<file path="config.mk">
export PLATFORM = sky130hd
export DESIGN_NAME = dcache_plru
export DESIGN_NICKNAME = d
export VERILOG_FILES = /design/src/hw/dcache_pkg.sv /design/src/hw/dcache_plru.sv
export SDC_FILE = /design/constraint.sdc
export NUM_CORES = 1
export LEC_CHECK = 0
export ABC_AREA = 1
export BUFFER_PORTS_ARGS = -buffer_cell sky130_fd_sc_hd__buf_2
export CORE_MARGIN = 8
export CORE_UTILIZATION = 60
export DETAILED_ROUTE_END_ITERATION = 16
export GPL_TIMING_DRIVEN = 0
export HOLD_SLACK_MARGIN = 0.06
export PLACE_DENSITY = 0.82
export REMOVE_ABC_BUFFERS = 1
export SYNTH_ARGS = -nofsm -noshare
export SYNTH_HDL_FRONTEND = slang
export SYNTH_SLANG_ARGS = --single-unit
</file>
<file path="constraint.sdc">
create_clock -name w_Selector2_fire_2 -period 5.1 [get_ports w_Selector2_fire_2]
set_input_delay 0.51 -clock w_Selector2_fire_2 [delete_from_list [all_inputs] [get_ports w_Selector2_fire_2]]
set_output_delay 0.51 -clock w_Selector2_fire_2 [all_outputs]
set_load 0.03 [all_outputs]
</file>
<file path="src/hw/dcache_pkg.sv">
package dcache_pkg;

    //////////////////////////////////////////////////////////////////////
    // geometry

    localparam int PA_W           = 34;
    localparam int TAG_W          = 24;     // pa[33:10]
    localparam int IDX_W          = 5;      // pa[9:5]
    localparam int OFS_W          = 5;      // byte within line
    localparam int NUM_WAYS       = 8;
    localparam int WAY_W          = 3;
    localparam int NUM_SETS       = 32;
    localparam int WORD_W         = 32;
    localparam int LINE_W         = 256;
    localparam int WORDS_PER_LINE = 8;
    localparam int PLRU_W         = 7;      // one bit per tree node

    //////////////////////////////////////////////////////////////////////
    // types

    // one cache line, word view or byte view
    typedef union packed {
        logic [WORDS_PER_LINE-1:0][WORD_W-1:0] words;  // load select, store merge
        logic [LINE_W/8-1:0][7:0]              bytes;  // byte enables
    } dcache_line_u;

    typedef enum logic [2:0] {
        st_idle,
        st_lookup,
        st_write_back,  // waiting for l2 to take the victim
        st_miss_wait,   // waiting for the refill line
        st_fill,
        st_respond
    } dcache_state_e;

endpackage

</file>
<file path="src/hw/dcache_plru.sv">
`timescale 1ns/1ns

module dcache_plru (
    input  logic                            w_Selector2_fire_2,
    input  logic                            rstn,
    input  logic [dcache_pkg::IDX_W-1:0]    i_index,
    input  logic                            i_touch,
    input  logic [dcache_pkg::WAY_W-1:0]    i_way,
    input  logic [dcache_pkg::NUM_WAYS-1:0] i_way_valid,
    output logic [dcache_pkg::WAY_W-1:0]    o_victim_way
);
    import dcache_pkg::*;

    // bit 0 root, bits 1..2 the halves, bits 3..6 the pairs
    // a bit of 0 points at the lower half as less recently used
    logic [PLRU_W-1:0] tree [NUM_SETS];
    logic [PLRU_W-1:0] cur;
    logic              b_root;
    logic              b_half;
    logic              b_pair;
    logic [WAY_W-1:0]  free_way;

    assign cur    = tree[i_index];
    assign b_root = cur[0];
    assign b_half = cur[1 + b_root];
    assign b_pair = cur[3 + {b_root, b_half}];

    // lowest numbered invalid way
    always_comb begin
        free_way = '0;
        for (int w = NUM_WAYS - 1; w >= 0; w--) begin
            if (!i_way_valid[w]) begin
                free_way = WAY_W'(w);
            end
        end
    end

    assign o_victim_way = (&i_way_valid) ? {b_root, b_half, b_pair} : free_way;

    // point every node on the path away from the touched way
    always_ff @(posedge w_Selector2_fire_2 or negedge rstn) begin
        if (!rstn) begin
            for (int s = 0; s < NUM_SETS; s++) begin
                tree[s] <= '0;
            end
        end else if (i_touch) begin
            tree[i_index][0]                <= ~i_way[2];
            tree[i_index][1 + i_way[2]]     <= ~i_way[1];
            tree[i_index][3 + i_way[2:1]]   <= ~i_way[0];
        end
    end

endmodule

</file>
---- Yosys cells after proc, flatten, opt, wreduce, memory -nomap -nowiden ----
Cells that the tools add are included.
word-level totals
  register bits after elaboration ......... 224
  input bits .............................. 19
  output and inout bits ................... 3
  logic and storage cells ................. 81
operators by class
  $add $sub $neg .......................... 4
  order comparisons ....................... 8
  mux-type cells .......................... 29
  bitwise gates (word level) .............. 4
  reductions and logical operators ........ 4
operators with widths
  kind                                                                          number
  224-bit bitwise mux                                                           3
  7-bit demux with 5-bit select                                                 3
  7-bit binary-select mux with 5-bit select                                     1
  7-bit two-way mux                                                             4
  3-bit two-way mux                                                             9
  2-bit by 4-bit less-than comparator with 1-bit output, second input constant  2
  3-bit by 4-bit less-than comparator with 1-bit output, second input constant  2
  8-bit AND reduction                                                           1
  2-bit by 2-bit adder with 3-bit output, first input constant                  2
  1-bit binary-select mux with 3-bit select                                     2
  1-bit demux with 3-bit select                                                 2
  6-bit >= comparator, second input constant                                    1
  6-bit by 1-bit less-than comparator with 1-bit output, second input constant  1
  5-bit NOT with 6-bit output                                                   1
  1-bit two-way mux                                                             5
  1-bit by 1-bit adder with 2-bit output, first input constant                  2
  3-bit by 1-bit >= comparator with 1-bit output, second input constant         1
  1-bit logical AND                                                             3
  1-bit NOT                                                                     3
  2-bit by 1-bit >= comparator with 1-bit output, second input constant         1

---- Depth between registers and ports, before layout ----
  word-level depth ........................ 11
  gate-level depth with buffers ........... 24
  gate-level depth less buffers ........... 23

---- Worst setup path before layout ----
OpenSTA, ideal clock, no wires.
  path type ............................... input port to output port
  from .................................... input port i_index[1] (netlist bit)
  to ...................................... output port o_victim_way[0] (netlist bit)
  arrival time ............................ 2617 ps
  data required time ...................... 4590 ps
  slack ................................... 1973 ps
  stages on the path ...................... 22
  buffers on the path ..................... 2
  cell sequence ........................... inv_1 > buf_2 > buf_1 > nand2_1 > nand2_1 > nand2_1 > nand2_1 > nor2_1 > nand2_1 > nand2_1 > nand2_2 > inv_1 > ha_1 > inv_1 > nand2_1 > nor2_1 > nand2_1 > nor2_1 > a21oi_2 > nand2_1 > nand3_1 > nand2_1
between the ends
  longest elaborated chain between the ends .. 11
RTL lines
  item                                                    RTL line           source
  start, declared                                         dcache_plru.sv:6   input logic [dcache_pkg::IDX_W-1:0] i_index,
  5-bit NOT with 6-bit output (implied by the code) *     dcache_plru.sv:23  assign cur = tree[i_index];
  7-bit binary-select mux with 5-bit select *             dcache_plru.sv:23
  7-bit two-way mux (implied by the code) * (2 in a row)  dcache_plru.sv:23
  1-bit by 1-bit adder with 2-bit output                  dcache_plru.sv:25  assign b_half = cur[1 + b_root];
  1-bit binary-select mux with 3-bit select               dcache_plru.sv:25
  1-bit two-way mux (implied by the code)                 dcache_plru.sv:25
  2-bit by 2-bit adder with 3-bit output                  dcache_plru.sv:26  assign b_pair = cur[3 + {b_root, b_half}];
  1-bit binary-select mux with 3-bit select *             dcache_plru.sv:26
  1-bit two-way mux (implied by the code) *               dcache_plru.sv:26
  3-bit two-way mux *                                     dcache_plru.sv:38  assign o_victim_way = (&i_way_valid) ? {b_root, b_half, b_pair} : free_way;
  end, declared                                           dcache_plru.sv:10  output logic [dcache_pkg::WAY_W-1:0] o_victim_way
Every way passes the cells marked *; elsewhere a longest branch is shown, timed or not. The select of a mux whose other input is x is not followed.

---- Final worst setup path ----
Ends and elaborated chain as after synthesis.

==> metrics.log <==
INFO  metric cts.sink_count = 224
INFO  metric path_buf_inv = 6
INFO  metric synth_sequential_area_ratio = 46.6%
INFO  metric flip_flop_cell_with_the_highest_count_after_synthesis = dfrtp_1
INFO  metric design.die.area = 0.0249 mm2
INFO  metric finalSetupViolations = 0
INFO  metric timing_worst_setup_path_type = input port to output port
INFO  metric dpl_cell_area = 0.0123 mm2
INFO  metric hold_path.class = input port to register
INFO  metric first_global_vias = 10.6k
INFO  metric layout.area.seq = 0.00561 mm2
INFO  metric die_width = 158 um
INFO  metric areaGrowthSynthToFinish = 8.91%
INFO  metric buffer_ports.inserted = 21
INFO  metric grt_first_pass_wirelength = 55600 um
INFO  metric internal-power = 3.28 mW
INFO  metric route.detailed.wl_per_inst = 18.6 um
INFO  metric route.detailed.drc = 0
INFO  metric total_leakage_power = 6.37 nW
INFO  metric max_cap_violations = 0
INFO  metric clkTransAtPathRegs = 0.06 ns
INFO  metric p_comb_share = 16.6%
INFO  metric run_status = completed
INFO  metric synth_async_sr_flop_share = 100%
INFO  metric finalWorstPathRequiredPeriod = 4.72 ns
INFO  metric grt_max_degree = 83
INFO  metric worst_path_largest_cell_delay = 0.48 ns
INFO  metric timing.slew.headroom = 11.1%
INFO  metric largest_register_ffs = 224
INFO  metric timing_hold_violations_final = 0
INFO  metric drv_slew = 0
INFO  metric share_of_post_route_cells_with_drive_strength_above_1 = 10.8%
INFO  metric route.vias.total = 11.0k
INFO  metric floorplan.core_area = 0.0200 mm2
INFO  metric site_rows = 52
INFO  metric root_buffer = clkbuf_16
INFO  metric post-cts-setup-buffers = 0
INFO  metric final_period_utilization = 92.5%
INFO  metric clk_network_pwr_share = 37.1%
INFO  metric timing.final.ws_setup = 0.381 ns
INFO  metric finalInstanceArea = 0.0131 mm2
INFO  metric layout_top_registers = tree x224
INFO  metric switching_power = 1.37 mW
INFO  metric path_max_fanout = 38
INFO  metric routed_via_density = 5.99
INFO  metric worst_ep_arrival_time = 4.21 ns
INFO  metric ctsLongestPathBuffers = 3
INFO  metric dr.first_iter.drc_count = 1335
INFO  metric drt-total-wl = 34200 um
INFO  metric number_of_buffers_created_by_cts = 25
INFO  metric regToRegSetupSlack = 4.28 ns
INFO  metric nNetsFinal = 1582
INFO  metric insertion_delay = 0.52 ns
INFO  metric antenna_left = 0
INFO  metric cp_cell_sequence = clkbuf_4, inv_4, nor2_2, buf_8, nand2_1, nand3_1, nand2_1, nand2_1, nor2_1, nand2_2, nand2_4, nand2_2, inv_1, ha_1, inv_1, nand2_1, nor2_1, nand2_1, nor2_1, a21oi_2, nand2_1, nand3_1, nand2_1, buf_2
INFO  metric powerDensity = 355 mW/mm2
INFO  metric yosys_warnings = 0
INFO  metric synthCells = 1594
INFO  metric finalWeightedCongestion = 0.897
INFO  metric drtPass1Iterations = 6
INFO  metric setup_repair_after_global_routing_missed_its_margin = false
INFO  metric worst-slew-pin-transition = 1.33 ns
INFO  metric part_of_the_power_in_registers = 46.2%
INFO  metric grtUsageTotal = 28.2%
INFO  metric max_clock_freq = 212 MHz
INFO  metric number_of_antenna_violations_at_the_first_check_in_global_routing = 1
INFO  metric tritoncts = done
INFO  metric netlist_area = 0.0120 mm2
INFO  metric final.fill_count = 1651
INFO  metric postSynthAreaPerCell = 7.55 um2
INFO  metric synth_edf_count = 0
INFO  metric power_switching_share = 29.5%
INFO  metric grt_overflow = 0
INFO  metric top_level_ports = 22
INFO  metric vdd_drop_max = 0.290 mV
INFO  metric most_used_cell_along_the_critical_path = nand2_1
INFO  metric worst_path_dominant_cell_family = simple AND/OR/NAND/NOR gates
INFO  metric synth_seq_cells = 224
INFO  metric endpoint_kind = output port
INFO  metric multi_input_area = 0.00546 mm2
INFO  metric number_of_distinct_library_cell_variants_in_the_gate_level_netlist_after_synthesis = 35
INFO  metric crit_path_top_delay_cell = nor2_2
INFO  metric timing.critical_path.from_type = input port
INFO  metric dpl.hpwl = 21000 um
INFO  metric finalClockSkew = 0 ns
INFO  metric dpl_worst_slack = -0.586 ns
INFO  metric worst_ep_required_time = 4.59 ns
INFO  metric regMostFlops = tree
INFO  metric floorplan.die.height = 158 um
INFO  metric cts.htree.levels = 1
INFO  metric initial_utilization = 60.3%
## power by group through the flow
stage          sequential [mW]  combinational [mW]  clock (mW)
3_3_place_gp              2.17               0.703           0
3_5_place_dp              2.18               0.754           0
4_1_cts                   2.15               0.762        1.74
6_report                  2.15               0.774        1.73
5_1_grt                   2.18               0.872        1.80
2_1_floorplan             2.14               0.490           0
## final cells by class
class,count,share of cell area [%]
inverters,163,4.79
clock buffers,36,5.70
clock inverters,4,0.200
multi-input cells,1115,41.6
diodes,1,0.0191
flip-flops and latches,224,42.7
well taps,270,2.58
repair buffers,29,2.36
## worst register-to-register path: stages (launching register included)
cell and delay, ns:
dfrtp_1 0.40, o31ai_1 0.08, o21ai_0 0.15
## Yosys cell counts, types with 13 or more instances
cell | count | share of area [%]
o41ai_1 | 29 | 2.1
nor2_2 | 29 | 1.5
a21oi_1 | 85 | 3.5
inv_2 | 36 | 1.1
nor2_1 | 132 | 4.1
nand3_1 | 17 | 0.71
nand2_1 | 502 | 16
o21ai_0 | 170 | 7.1
inv_1 | 125 | 3.9
mux2i_1 | 24 | 2.0
a31oi_1 | 55 | 2.9
dfrtp_1 | 224 | 47
clkbuf_1 | 53 | 1.7
buf_2 | 24 | 1.0
o22ai_1 | 13 | 0.68
## cell usage in the layout (no fill, tap or decap), types with 17 or more instances in the layout
master and instances:
a21oi_1 85, a31oi_1 55, buf_2 17, clkbuf_16 25
dfrtp_1 224, inv_1 123, inv_2 34, mux2i_1 24
nand2_1 501, nand3_1 17, nor2_1 129, nor2_2 31
o21ai_0 170, o41ai_1 29
## final timing paths
check,startpoint,cells after the start,endpoint
max,i_index[1],24,o_victim_way[0]
min in group asynchronous,rstn,2,tree[87]
max in group asynchronous,rstn,3,tree[193]
min reg2reg,tree[101],2,tree[101]
min,i_touch,3,tree[77]
max reg2reg,tree[170],2,tree[170]
## what timing repair did
item                                   in CTS  in global routing
gates cloned                                0                  0
gates resized for setup                     3                  5
hold buffers                                1                  0
setup endpoints to repair                   1                  1
endpoints found under the hold margin      70                  0
## logic make-up (layout without fill, tap and decap cells)
group                    after synthesis  in the layout  share of synthesized area [%]
AND/OR/NAND/NOR                      717            717                           25.1
AO/OA/AOI/OAI                        368            368                           17.3
buffers and inverters                255            232                           8.43
flip-flops                           224            224                           46.6
multiplexers                          25             25                           2.12
adder cells (fa/ha/maj)                5              5                          0.520
other                                  0              1                              0
## per-stage QoR
| stage | power, mW | instances | TNS (ns) | hold slack, ns | utilization (%) |
|---|---|---|---|---|---|
| after floorplan | 2.63 | 1502 | 0 | 0.214 | - |
| after global placement | 2.87 | 1793 | -93.61 | 0.467 | 60.5 |
| after detailed placement | 2.93 | 1800 | -0.586 | 0.473 | 61.6 |
| after CTS | 4.65 | 1841 | 0 | 0.335 | 65.6 |
| after global routing | 4.85 | 1842 | 0 | 0.371 | 65.6 |
| final | 4.66 | 1842 | 0 | 0.339 | 65.6 |
## metal layers
metal | vias to the layer above | wire [um] | track usage (%) | share of wire, %
met5 | - | 0 | 0 | 0
met4 | 0 | 1520 | 13.1 | 4.4
met3 | 108 | 3490 | 5.65 | 10
met2 | 607 | 15600 | 43.5 | 45
met1 | 5232 | 13700 | 37.8 | 40
li1 | 5094 | - | - | -
No activity file was read; power rests on OpenSTA's default activity.
