File: config.mk
export PLATFORM = sky130hd
export DESIGN_NAME = dcache_ctrl
export DESIGN_NICKNAME = d
export VERILOG_FILES = /design/src/hw/dcache_pkg.sv /design/src/hw/dcache_ctrl.sv
export SDC_FILE = /design/constraint.sdc
export NUM_CORES = 1
export LEC_CHECK = 0
export ABC_AREA = 1
export ABC_CLOCK_PERIOD_IN_PS = 9240
export BUFFER_PORTS_ARGS = -buffer_cell sky130_fd_sc_hd__buf_2
export CAP_MARGIN = 25
export CORE_AREA = 3 3 417 419
export DETAILED_ROUTE_END_ITERATION = 6
export DIE_AREA = 0 0 420 422
export REMOVE_ABC_BUFFERS = 1
export SKIP_LAST_GASP = 1
export SLEW_MARGIN = 20
export SYNTH_ARGS = -nofsm -noshare
export SYNTH_HDL_FRONTEND = slang
export SYNTH_SLANG_ARGS = --single-unit
File: constraint.sdc
create_clock -name w_Selector2_fire_2 -period 9.24 [get_ports w_Selector2_fire_2]
set_clock_uncertainty 0.05 [all_clocks]
set_input_delay 1.848 -clock w_Selector2_fire_2 [delete_from_list [all_inputs] [get_ports w_Selector2_fire_2]]
set_output_delay 1.848 -clock w_Selector2_fire_2 [all_outputs]
set_load 0.02 [all_outputs]
File: src/hw/dcache_pkg.sv
package dcache_pkg;

    //////////////////////////////////////////////////////////////////////
    // geometry

    localparam int PA_W           = 34;
    localparam int TAG_W          = 24;     // pa[33:10]
    localparam int IDX_W          = 5;      // pa[9:5]
    localparam int OFS_W          = 5;      // byte within line
    localparam int NUM_WAYS       = 8;
    localparam int WAY_W          = 3;
    localparam int NUM_SETS       = 32;
    localparam int WORD_W         = 32;
    localparam int LINE_W         = 256;
    localparam int WORDS_PER_LINE = 8;
    localparam int PLRU_W         = 7;      // one bit per tree node

    //////////////////////////////////////////////////////////////////////
    // types

    // one cache line, word view or byte view
    typedef union packed {
        logic [WORDS_PER_LINE-1:0][WORD_W-1:0] words;  // load select, store merge
        logic [LINE_W/8-1:0][7:0]              bytes;  // byte enables
    } dcache_line_u;

    typedef enum logic [2:0] {
        st_idle,
        st_lookup,
        st_write_back,  // waiting for l2 to take the victim
        st_miss_wait,   // waiting for the refill line
        st_fill,
        st_respond
    } dcache_state_e;

endpackage

File: src/hw/dcache_ctrl.sv
`timescale 1ns/1ns

module dcache_ctrl (
    input  logic                          w_Selector2_fire_2,
    input  logic                          rstn,
    // lsu side
    input  logic                          i_lsu_drive,
    input  logic                          i_lsu_load,
    input  logic [dcache_pkg::PA_W-1:0]   i_lsu_pa,
    input  logic [3:0]                    i_store_type,
    input  logic [dcache_pkg::WORD_W-1:0] i_store_data,
    input  logic [5:0]                    i_store_index,
    output logic                          o_lsu_free,
    output logic                          o_retire_load_drive,
    output logic [dcache_pkg::WORD_W-1:0] o_load_data,
    output logic                          o_store_done,
    output logic [5:0]                    o_store_index,
    // l2 side
    output logic                          o_l2_miss_drive,
    output logic [dcache_pkg::PA_W-1:0]   o_miss_addr,
    input  logic                          i_l2_refill_drive,
    input  logic [dcache_pkg::LINE_W-1:0] i_refill_line,
    output logic                          o_l2_wb_drive,
    output logic [dcache_pkg::PA_W-1:0]   o_wb_addr,
    output logic [dcache_pkg::LINE_W-1:0] o_wb_line,
    input  logic                          i_l2_wb_free,
    // to the arrays
    output logic [dcache_pkg::IDX_W-1:0]  o_index,
    output logic [dcache_pkg::TAG_W-1:0]  o_tag,
    output logic                          o_tag_we,
    output logic                          o_set_dirty,
    output logic                          o_data_we_word,
    output logic                          o_data_we_line,
    output logic [2:0]                    o_word_sel,
    output logic [3:0]                    o_byte_en,
    output logic [dcache_pkg::WAY_W-1:0]  o_way,
    output logic [dcache_pkg::WORD_W-1:0] o_word,
    output logic                          o_plru_touch,
    // from the arrays
    input  logic                          i_hit,
    input  logic [dcache_pkg::WAY_W-1:0]  i_hit_way,
    input  logic [dcache_pkg::WAY_W-1:0]  i_victim_way,
    input  logic                          i_victim_dirty,
    input  logic [dcache_pkg::TAG_W-1:0]  i_victim_tag,
    input  logic [dcache_pkg::LINE_W-1:0] i_line
);
    import dcache_pkg::*;

    dcache_state_e     state;
    logic [PA_W-1:0]   r_pa;
    logic              r_load;
    logic [3:0]        r_byte_en;
    logic [WORD_W-1:0] r_data;
    logic [5:0]        r_store_index;
    logic [WAY_W-1:0]  r_way;           // victim way, fixed after lookup
    dcache_line_u      line_view;
    dcache_line_u      refill_view;
    logic              lookup_hit;
    logic              refill_take;

    assign line_view   = i_line;
    assign refill_view = i_refill_line;
    assign lookup_hit  = (state == st_lookup) && i_hit;
    assign refill_take = (state == st_miss_wait) && i_l2_refill_drive;

    //////////////////////////////////////////////////////////////////////
    // request and payload registers

    always_ff @(posedge w_Selector2_fire_2) begin
        if (state == st_idle && i_lsu_drive) begin
            r_pa          <= i_lsu_pa;
            r_load        <= i_lsu_load;
            r_byte_en     <= i_store_type;
            r_data        <= i_store_data;
            r_store_index <= i_store_index;
        end
        if (lookup_hit) begin
            o_load_data <= line_view.words[o_word_sel];
        end else if (refill_take) begin
            o_load_data <= refill_view.words[o_word_sel];  // load miss word
        end
        if (state == st_lookup && !i_hit && i_victim_dirty) begin
            o_wb_line <= i_line;
        end
    end

    //////////////////////////////////////////////////////////////////////
    // state sequence

    always_ff @(posedge w_Selector2_fire_2 or negedge rstn) begin
        if (!rstn) begin
            state           <= st_idle;
            r_way           <= '0;
            o_l2_wb_drive   <= 1'b0;
            o_l2_miss_drive <= 1'b0;
            o_wb_addr       <= '0;
            o_miss_addr     <= '0;
        end else begin
            o_l2_wb_drive   <= 1'b0;
            o_l2_miss_drive <= 1'b0;
            case (state)
                st_idle: begin
                    if (i_lsu_drive) begin
                        state <= st_lookup;
                    end
                end
                st_lookup: begin
                    r_way       <= i_victim_way;
                    o_miss_addr <= {o_tag, o_index, {OFS_W{1'b0}}};
                    if (i_hit) begin
                        state <= st_respond;
                    end else if (i_victim_dirty) begin
                        state         <= st_write_back;
                        o_l2_wb_drive <= 1'b1;
                        o_wb_addr     <= {i_victim_tag, o_index, {OFS_W{1'b0}}};
                    end else begin
                        state           <= st_miss_wait;
                        o_l2_miss_drive <= 1'b1;
                    end
                end
                st_write_back: begin
                    if (i_l2_wb_free) begin     // miss goes out only after the wb
                        state           <= st_miss_wait;
                        o_l2_miss_drive <= 1'b1;
                    end
                end
                st_miss_wait: begin
                    if (i_l2_refill_drive) begin
                        state <= st_fill;
                    end
                end
                st_fill:    state <= st_respond;
                default:    state <= st_idle;    // respond lasts one cycle
            endcase
        end
    end

    //////////////////////////////////////////////////////////////////////
    // array controls and lsu strobes

    assign o_index    = r_pa[OFS_W +: IDX_W];
    assign o_tag      = r_pa[PA_W-1 -: TAG_W];
    assign o_word_sel = r_pa[OFS_W-1:2];
    assign o_byte_en  = r_byte_en;
    assign o_word     = r_data;

    // hit way on a hit, victim while deciding a miss, latched victim after
    assign o_way = (state == st_lookup) ? (i_hit ? i_hit_way : i_victim_way) : r_way;

    assign o_tag_we       = refill_take;                 // full line plus valid
    assign o_data_we_line = refill_take;
    assign o_data_we_word = (lookup_hit || refill_take) && !r_load;  // store merge
    assign o_set_dirty    = o_data_we_word;
    assign o_plru_touch   = lookup_hit || (state == st_fill);

    assign o_lsu_free          = (state == st_respond);
    assign o_retire_load_drive = o_lsu_free && r_load;
    assign o_store_done        = o_lsu_free && !r_load;
    assign o_store_index       = r_store_index;

endmodule

* Word-level counts from Yosys, hierarchy flattened
Index checks and enable logic that the tools add are counted.
** Operators by class
- $lt $le $gt $ge :: 1
- Equal/unequal tests :: 8
- Reduce and logical (&&, ||, !) cells :: 16
- Bitwise gates (word level) :: 1
- Multiplexer cells :: 21
** Operator list (count)
- 32-bit binary-select mux with 3-bit select :: 2
- 32-bit two-way mux :: 4
- 3-bit two-way mux :: 6
- 3-bit case mux with 5 select lines :: 1
- 1-bit logical AND :: 8
- 1-bit two-way mux :: 7
- 3-bit by 2-bit equality test with 1-bit output (second input constant) :: 2
- 3-bit equality test (second input constant) :: 2
- 2-bit != test (second input constant) :: 3
- 3-bit AND reduction :: 2
- 3-bit by 4-bit less-than comparator with 1-bit output (second input constant) :: 1
- 3-bit by 1-bit equality test with 1-bit output (second input constant) :: 1
- 3-bit logical NOT :: 1
- 1-bit logical NOT :: 2
- 1-bit logical OR :: 2
- 1-bit case mux with 2 select lines :: 1
- 2-bit nonzero test :: 1
- 1-bit NOT :: 1
** Storage, ports and cells
- Output and inout port bits :: 443
- Flip-flop bits (word level) :: 431
- Input port bits :: 626
- Word-level logic and storage cells :: 60

* Depth between registers and ports, before layout
- Depth in word-level cells :: 4
- Depth in mapped cells :: 10
- Mapped depth without buffers :: 8

* Worst setup path before layout
No wires, ideal clock.
- Kind :: input to register
- Start :: in i_hit
- End :: reg o_wb_line[0] (netlist bit), enable pin
- Slack :: 1389 ps
- Stages on the path :: 4
- Path buffers :: 1
- Data arrival time :: 7193 ps
- Library setup time :: 607 ps
- Data required time :: 8583 ps
- Path through :: nor2_4 -> nand2_4 -> buf_2 -> inv_1
** Between the ends
- Cells in the longest elaborated chain, start to end :: 3
** Ends and longest elaborated chain
- from (decl) :: RTL line dcache_ctrl.sv:40 : input logic i_hit,
- 1-bit logical NOT :: RTL line dcache_ctrl.sv:82 : if (state == st_lookup && !i_hit && i_victim_dirty) begin
- 1-bit logical AND (2 in a row) :: RTL line dcache_ctrl.sv:82
- to (signal assigned) :: RTL line dcache_ctrl.sv:83 : o_wb_line <= i_line;
- to (decl) :: RTL line dcache_ctrl.sv:25 : output logic [dcache_pkg::LINE_W-1:0] o_wb_line,
Every way passes these cells.
A chain may end at the register's enable or synchronous reset.

* Worst setup path after layout
- Start :: in i_hit
- End :: out o_set_dirty
** Between the ends
- Cells in the longest elaborated chain, start to end :: 3
** Ends and longest elaborated chain
- 1-bit logical AND :: RTL line dcache_ctrl.sv:63 : assign lookup_hit = (state == st_lookup) && i_hit;
- 1-bit logical OR :: RTL line dcache_ctrl.sv:152 : assign o_data_we_word = (lookup_hit || refill_take) && !r_load;
- 1-bit logical AND :: RTL line dcache_ctrl.sv:152
- to (decl) :: RTL line dcache_ctrl.sv:31 : output logic o_set_dirty,
Every way passes these cells.

==> flow_summary.yaml <==
clock_tree:
  cts_htree_levels: 2
  postCtsHoldBufs: 0
  clkTransAtPathRegs_ps: 70
  cts_resized: 0
  cts_inserted_buffers: 57
  clockBufferDepth: 3
  post-cts-setup-buffers: 0
  cts_sinks: 429
  root_buffer: "clkbuf_16"
  clk_latency_ps: 690
  cts_tree: "built"
sta:
  slew_headroom: 0.304
  rsz0062_at_grt: "false"
  worst_pin_slew_ps: 1040
  tns_ps: 0
  fmax_ghz: 0.203
  setup_violations: 0
  timing.final.hold_violations: 0
  finalCritPeriodShare: 0.533
  hold_ws_ps: 409
  final_max_slew_viol_count: 0
  fin_crit_ps: 4920
  fin_ws_ps: 4320
final_layout:
  layout-drive-gt1-share: 0.361
  area_growth_pct: 48.6
  seqCellArea_sq_um: 12600
  finalNetCount: 3878
  fillerInstances: 19300
  post-route-util: 0.175
  multi_input_area_sq_um: 5380
synth:
  synth_xor_area_frac: 0
  avgSynthCellArea_sq_um: 8.99
  ys_seq_area_frac: 0.625
  ys_types: 23
  yosys.area_share.adder: 0
  synth-seq-cells: 429
  synthCells: 2234
  synth_compound_area_frac: 0.00492
  synthSimpleGateAreaFrac: 0.260
  synth_top_family_by_area: "simple AND/OR/NAND/NOR gates"
  muxShareOfSynthArea: 0
  yosys_warnings: 0
  syn_area_sq_um: 20100
worst_setup_path:
  cp_top_family: "buffers and inverters"
  slowest_delay_ps: 410
  startpoint_type: "input pin"
  worstPathRequired_ps: 7340
  worstSetupPathType: "in -> out"
  crit_slowest_cell: "a21oi_1"
  cp_data_arrival_time_ps: 3020
  crit_path_end_kind: "primary output"
  crit_fanout: 10
  path_buf_inv: 4
  crit_path_cell_trace: "buf_2, inv_2, nor2_8, inv_2, a21oi_1, buf_2"
power:
  pwr-share-comb: 0.316
  seq_power_share: 0.358
  power.switching_mw: 2.92
  leakage_nw: 14.7
  clkPwrFrac: 0.326
  switching_share: 0.387
  total_power_mw: 7.53
  internal-power_mw: 4.62
  ir_worst_vdd_v: 0.000190
  power_density_nw_per_um2: 252
global_routing:
  grt_use_total: 0.135
  grt_pass1_vias: 19000
  antenna_found_initial: 42
  use_met1: 0.153
  grt.overflow.total: 0
  grt_pass1_wl_um: 164000
  grt_start_max_net_pins: 100
  grt_use_met3: 0.0546
  grt-busiest-layer: "met2"
  met2_usage: 0.228
die:
  start_util: 0.117
  dieArea_sq_um: 177000
  die_h_um: 422
  core_sq_um: 171000
  die_w_um: 420
  ioPinCount: 1069
  rows: 152
placement:
  dpl.hpwl_um: 101000
  dpl_worst_slack_ps: 4390
  place.gp.congestion: 0.965
  numPortBuffers: 1056
detailed_routing:
  ant_nets: 0
  drcViolationCount: 0
  drt-pass1-iter-count: 5
  via_per_inst: 3.62
  wl_per_cell_um: 22.7
  drt_iter0_drc: 1798
  vias: 20100
  wirelength_um: 126000
job:
  maxCapViolCount: 0
worst_hold_path:
  min-delay-path-class: "reg -> reg"
outcome:
  status: "finished, final reports clean"
-- area by class of cell --
type,count,area share
clock buffers,71,0.0534
diodes,10,0.000838
repair buffers,1077,0.184
clock inverters,37,0.0153
flip-flops and latches,429,0.421
inverters,409,0.0524
multi-input cells,1278,0.180
well taps,2233,0.0936
-- registers in the layout, summed over array words and instances, names as in the netlist --
register / count
o_load_data: 32
o_l2_wb_drive: 1
o_byte_en: 4
r_pa: 32
o_l2_miss_drive: 1
state: 3
o_store_index: 6
o_miss_addr: 29
r_way: 3
o_wb_addr: 29
o_wb_line: 256
o_word: 32
r_load: 1
-- worst reg2reg max path: stages (launching register included) --
cell	delay [ps]
dfrtp_1	450
nor2_4	180
nand2_4	330
nor2_4	250
nand2_4	310
inv_8	700
buf_4	990
-- placed cells by master (no fill, tap or decap), drive strengths merged --
cell type / netlist / final
a21oi: 1 / 1
bufinv: 0 / 7
nand2: 850 / 850
clkinvlp: 0 / 1
dfrtp: 66 / 66
clkbuf: 29 / 71
o211ai: 3 / 3
o22ai: 1 / 1
nand3: 388 / 388
buf: 98 / 1077
nor2: 11 / 11
edfxtp: 363 / 363
conb: 1 / 10
diode: 0 / 10
o21ai: 13 / 13
clkinv: 1 / 22
nand4: 1 / 1
inv: 408 / 416
-- through the flow --
stage / instance area [sq um] / std cells
floorplan: 19500 / 2116
global placement: 27800 / 5426
detailed placement: 27800 / 5426
CTS: 29800 / 5534
global route: 29800 / 5539
finish: 29800 / 5544
-- synthesized netlist by cell type, drive strengths merged --
library cell,n,area share
clkinv,1,0.00044
a21oi,1,0.00025
nand4,1,0.00031
nor2,11,0.0036
inv,408,0.076
nand2,850,0.16
buf,98,0.028
o211ai,3,0.0011
edfxtp,363,0.54
o21ai,13,0.0032
nand3,388,0.097
clkbuf,29,0.0054
dfrtp,66,0.082
conb,1,0.00019
o22ai,1,0.00031
-- logic make-up (layout without fill, tap and decap cells) --
| logic type | count (synthesis) | in the layout |
|---|---|---|
| DFF | 429 | 429 |
| and+or+nand+nor | 1250 | 1250 |
| buffers and inverters | 536 | 1594 |
| other | 1 | 20 |
| AOI/OAI and AO/OA | 18 | 18 |
-- metal layers --
metal | vias to the layer above | share of wire
met1 | 9664 | 0.37
met4 | 12 | 0.037
li1 | 9073 | -
met3 | 216 | 0.11
met5 | - | 0.00070
met2 | 1117 | 0.48
-- final timing paths --
check	cells past startpoint	end	slack (ps)	start
min	2	o_miss_addr[15]$_DFFE_PN0N_	410	r_pa[15]$_DFFE_PP_
max in group asynchronous	1	o_miss_addr[19]$_DFFE_PN0N_	7250	rstn
min reg2reg	2	o_miss_addr[15]$_DFFE_PN0N_	410	r_pa[15]$_DFFE_PP_
min in group asynchronous	1	o_l2_wb_drive$_DFF_PN0_	1250	rstn
max	6	o_set_dirty	4320	i_hit
max reg2reg	6	o_wb_line[251]$_DFFE_PP_	5510	state[1]$_DFFE_PN0P_
-- power by group through the flow --
stage	Clock (mW)	Sequential [mW]	Combinational (mW)
floorplan	0	3.22	0.848
global placement	0	2.72	2.40
detailed placement	0	2.72	2.42
CTS	2.57	2.70	2.42
global route	2.63	2.73	2.59
finish	2.46	2.70	2.38
(Power assumes the default switching activity.)
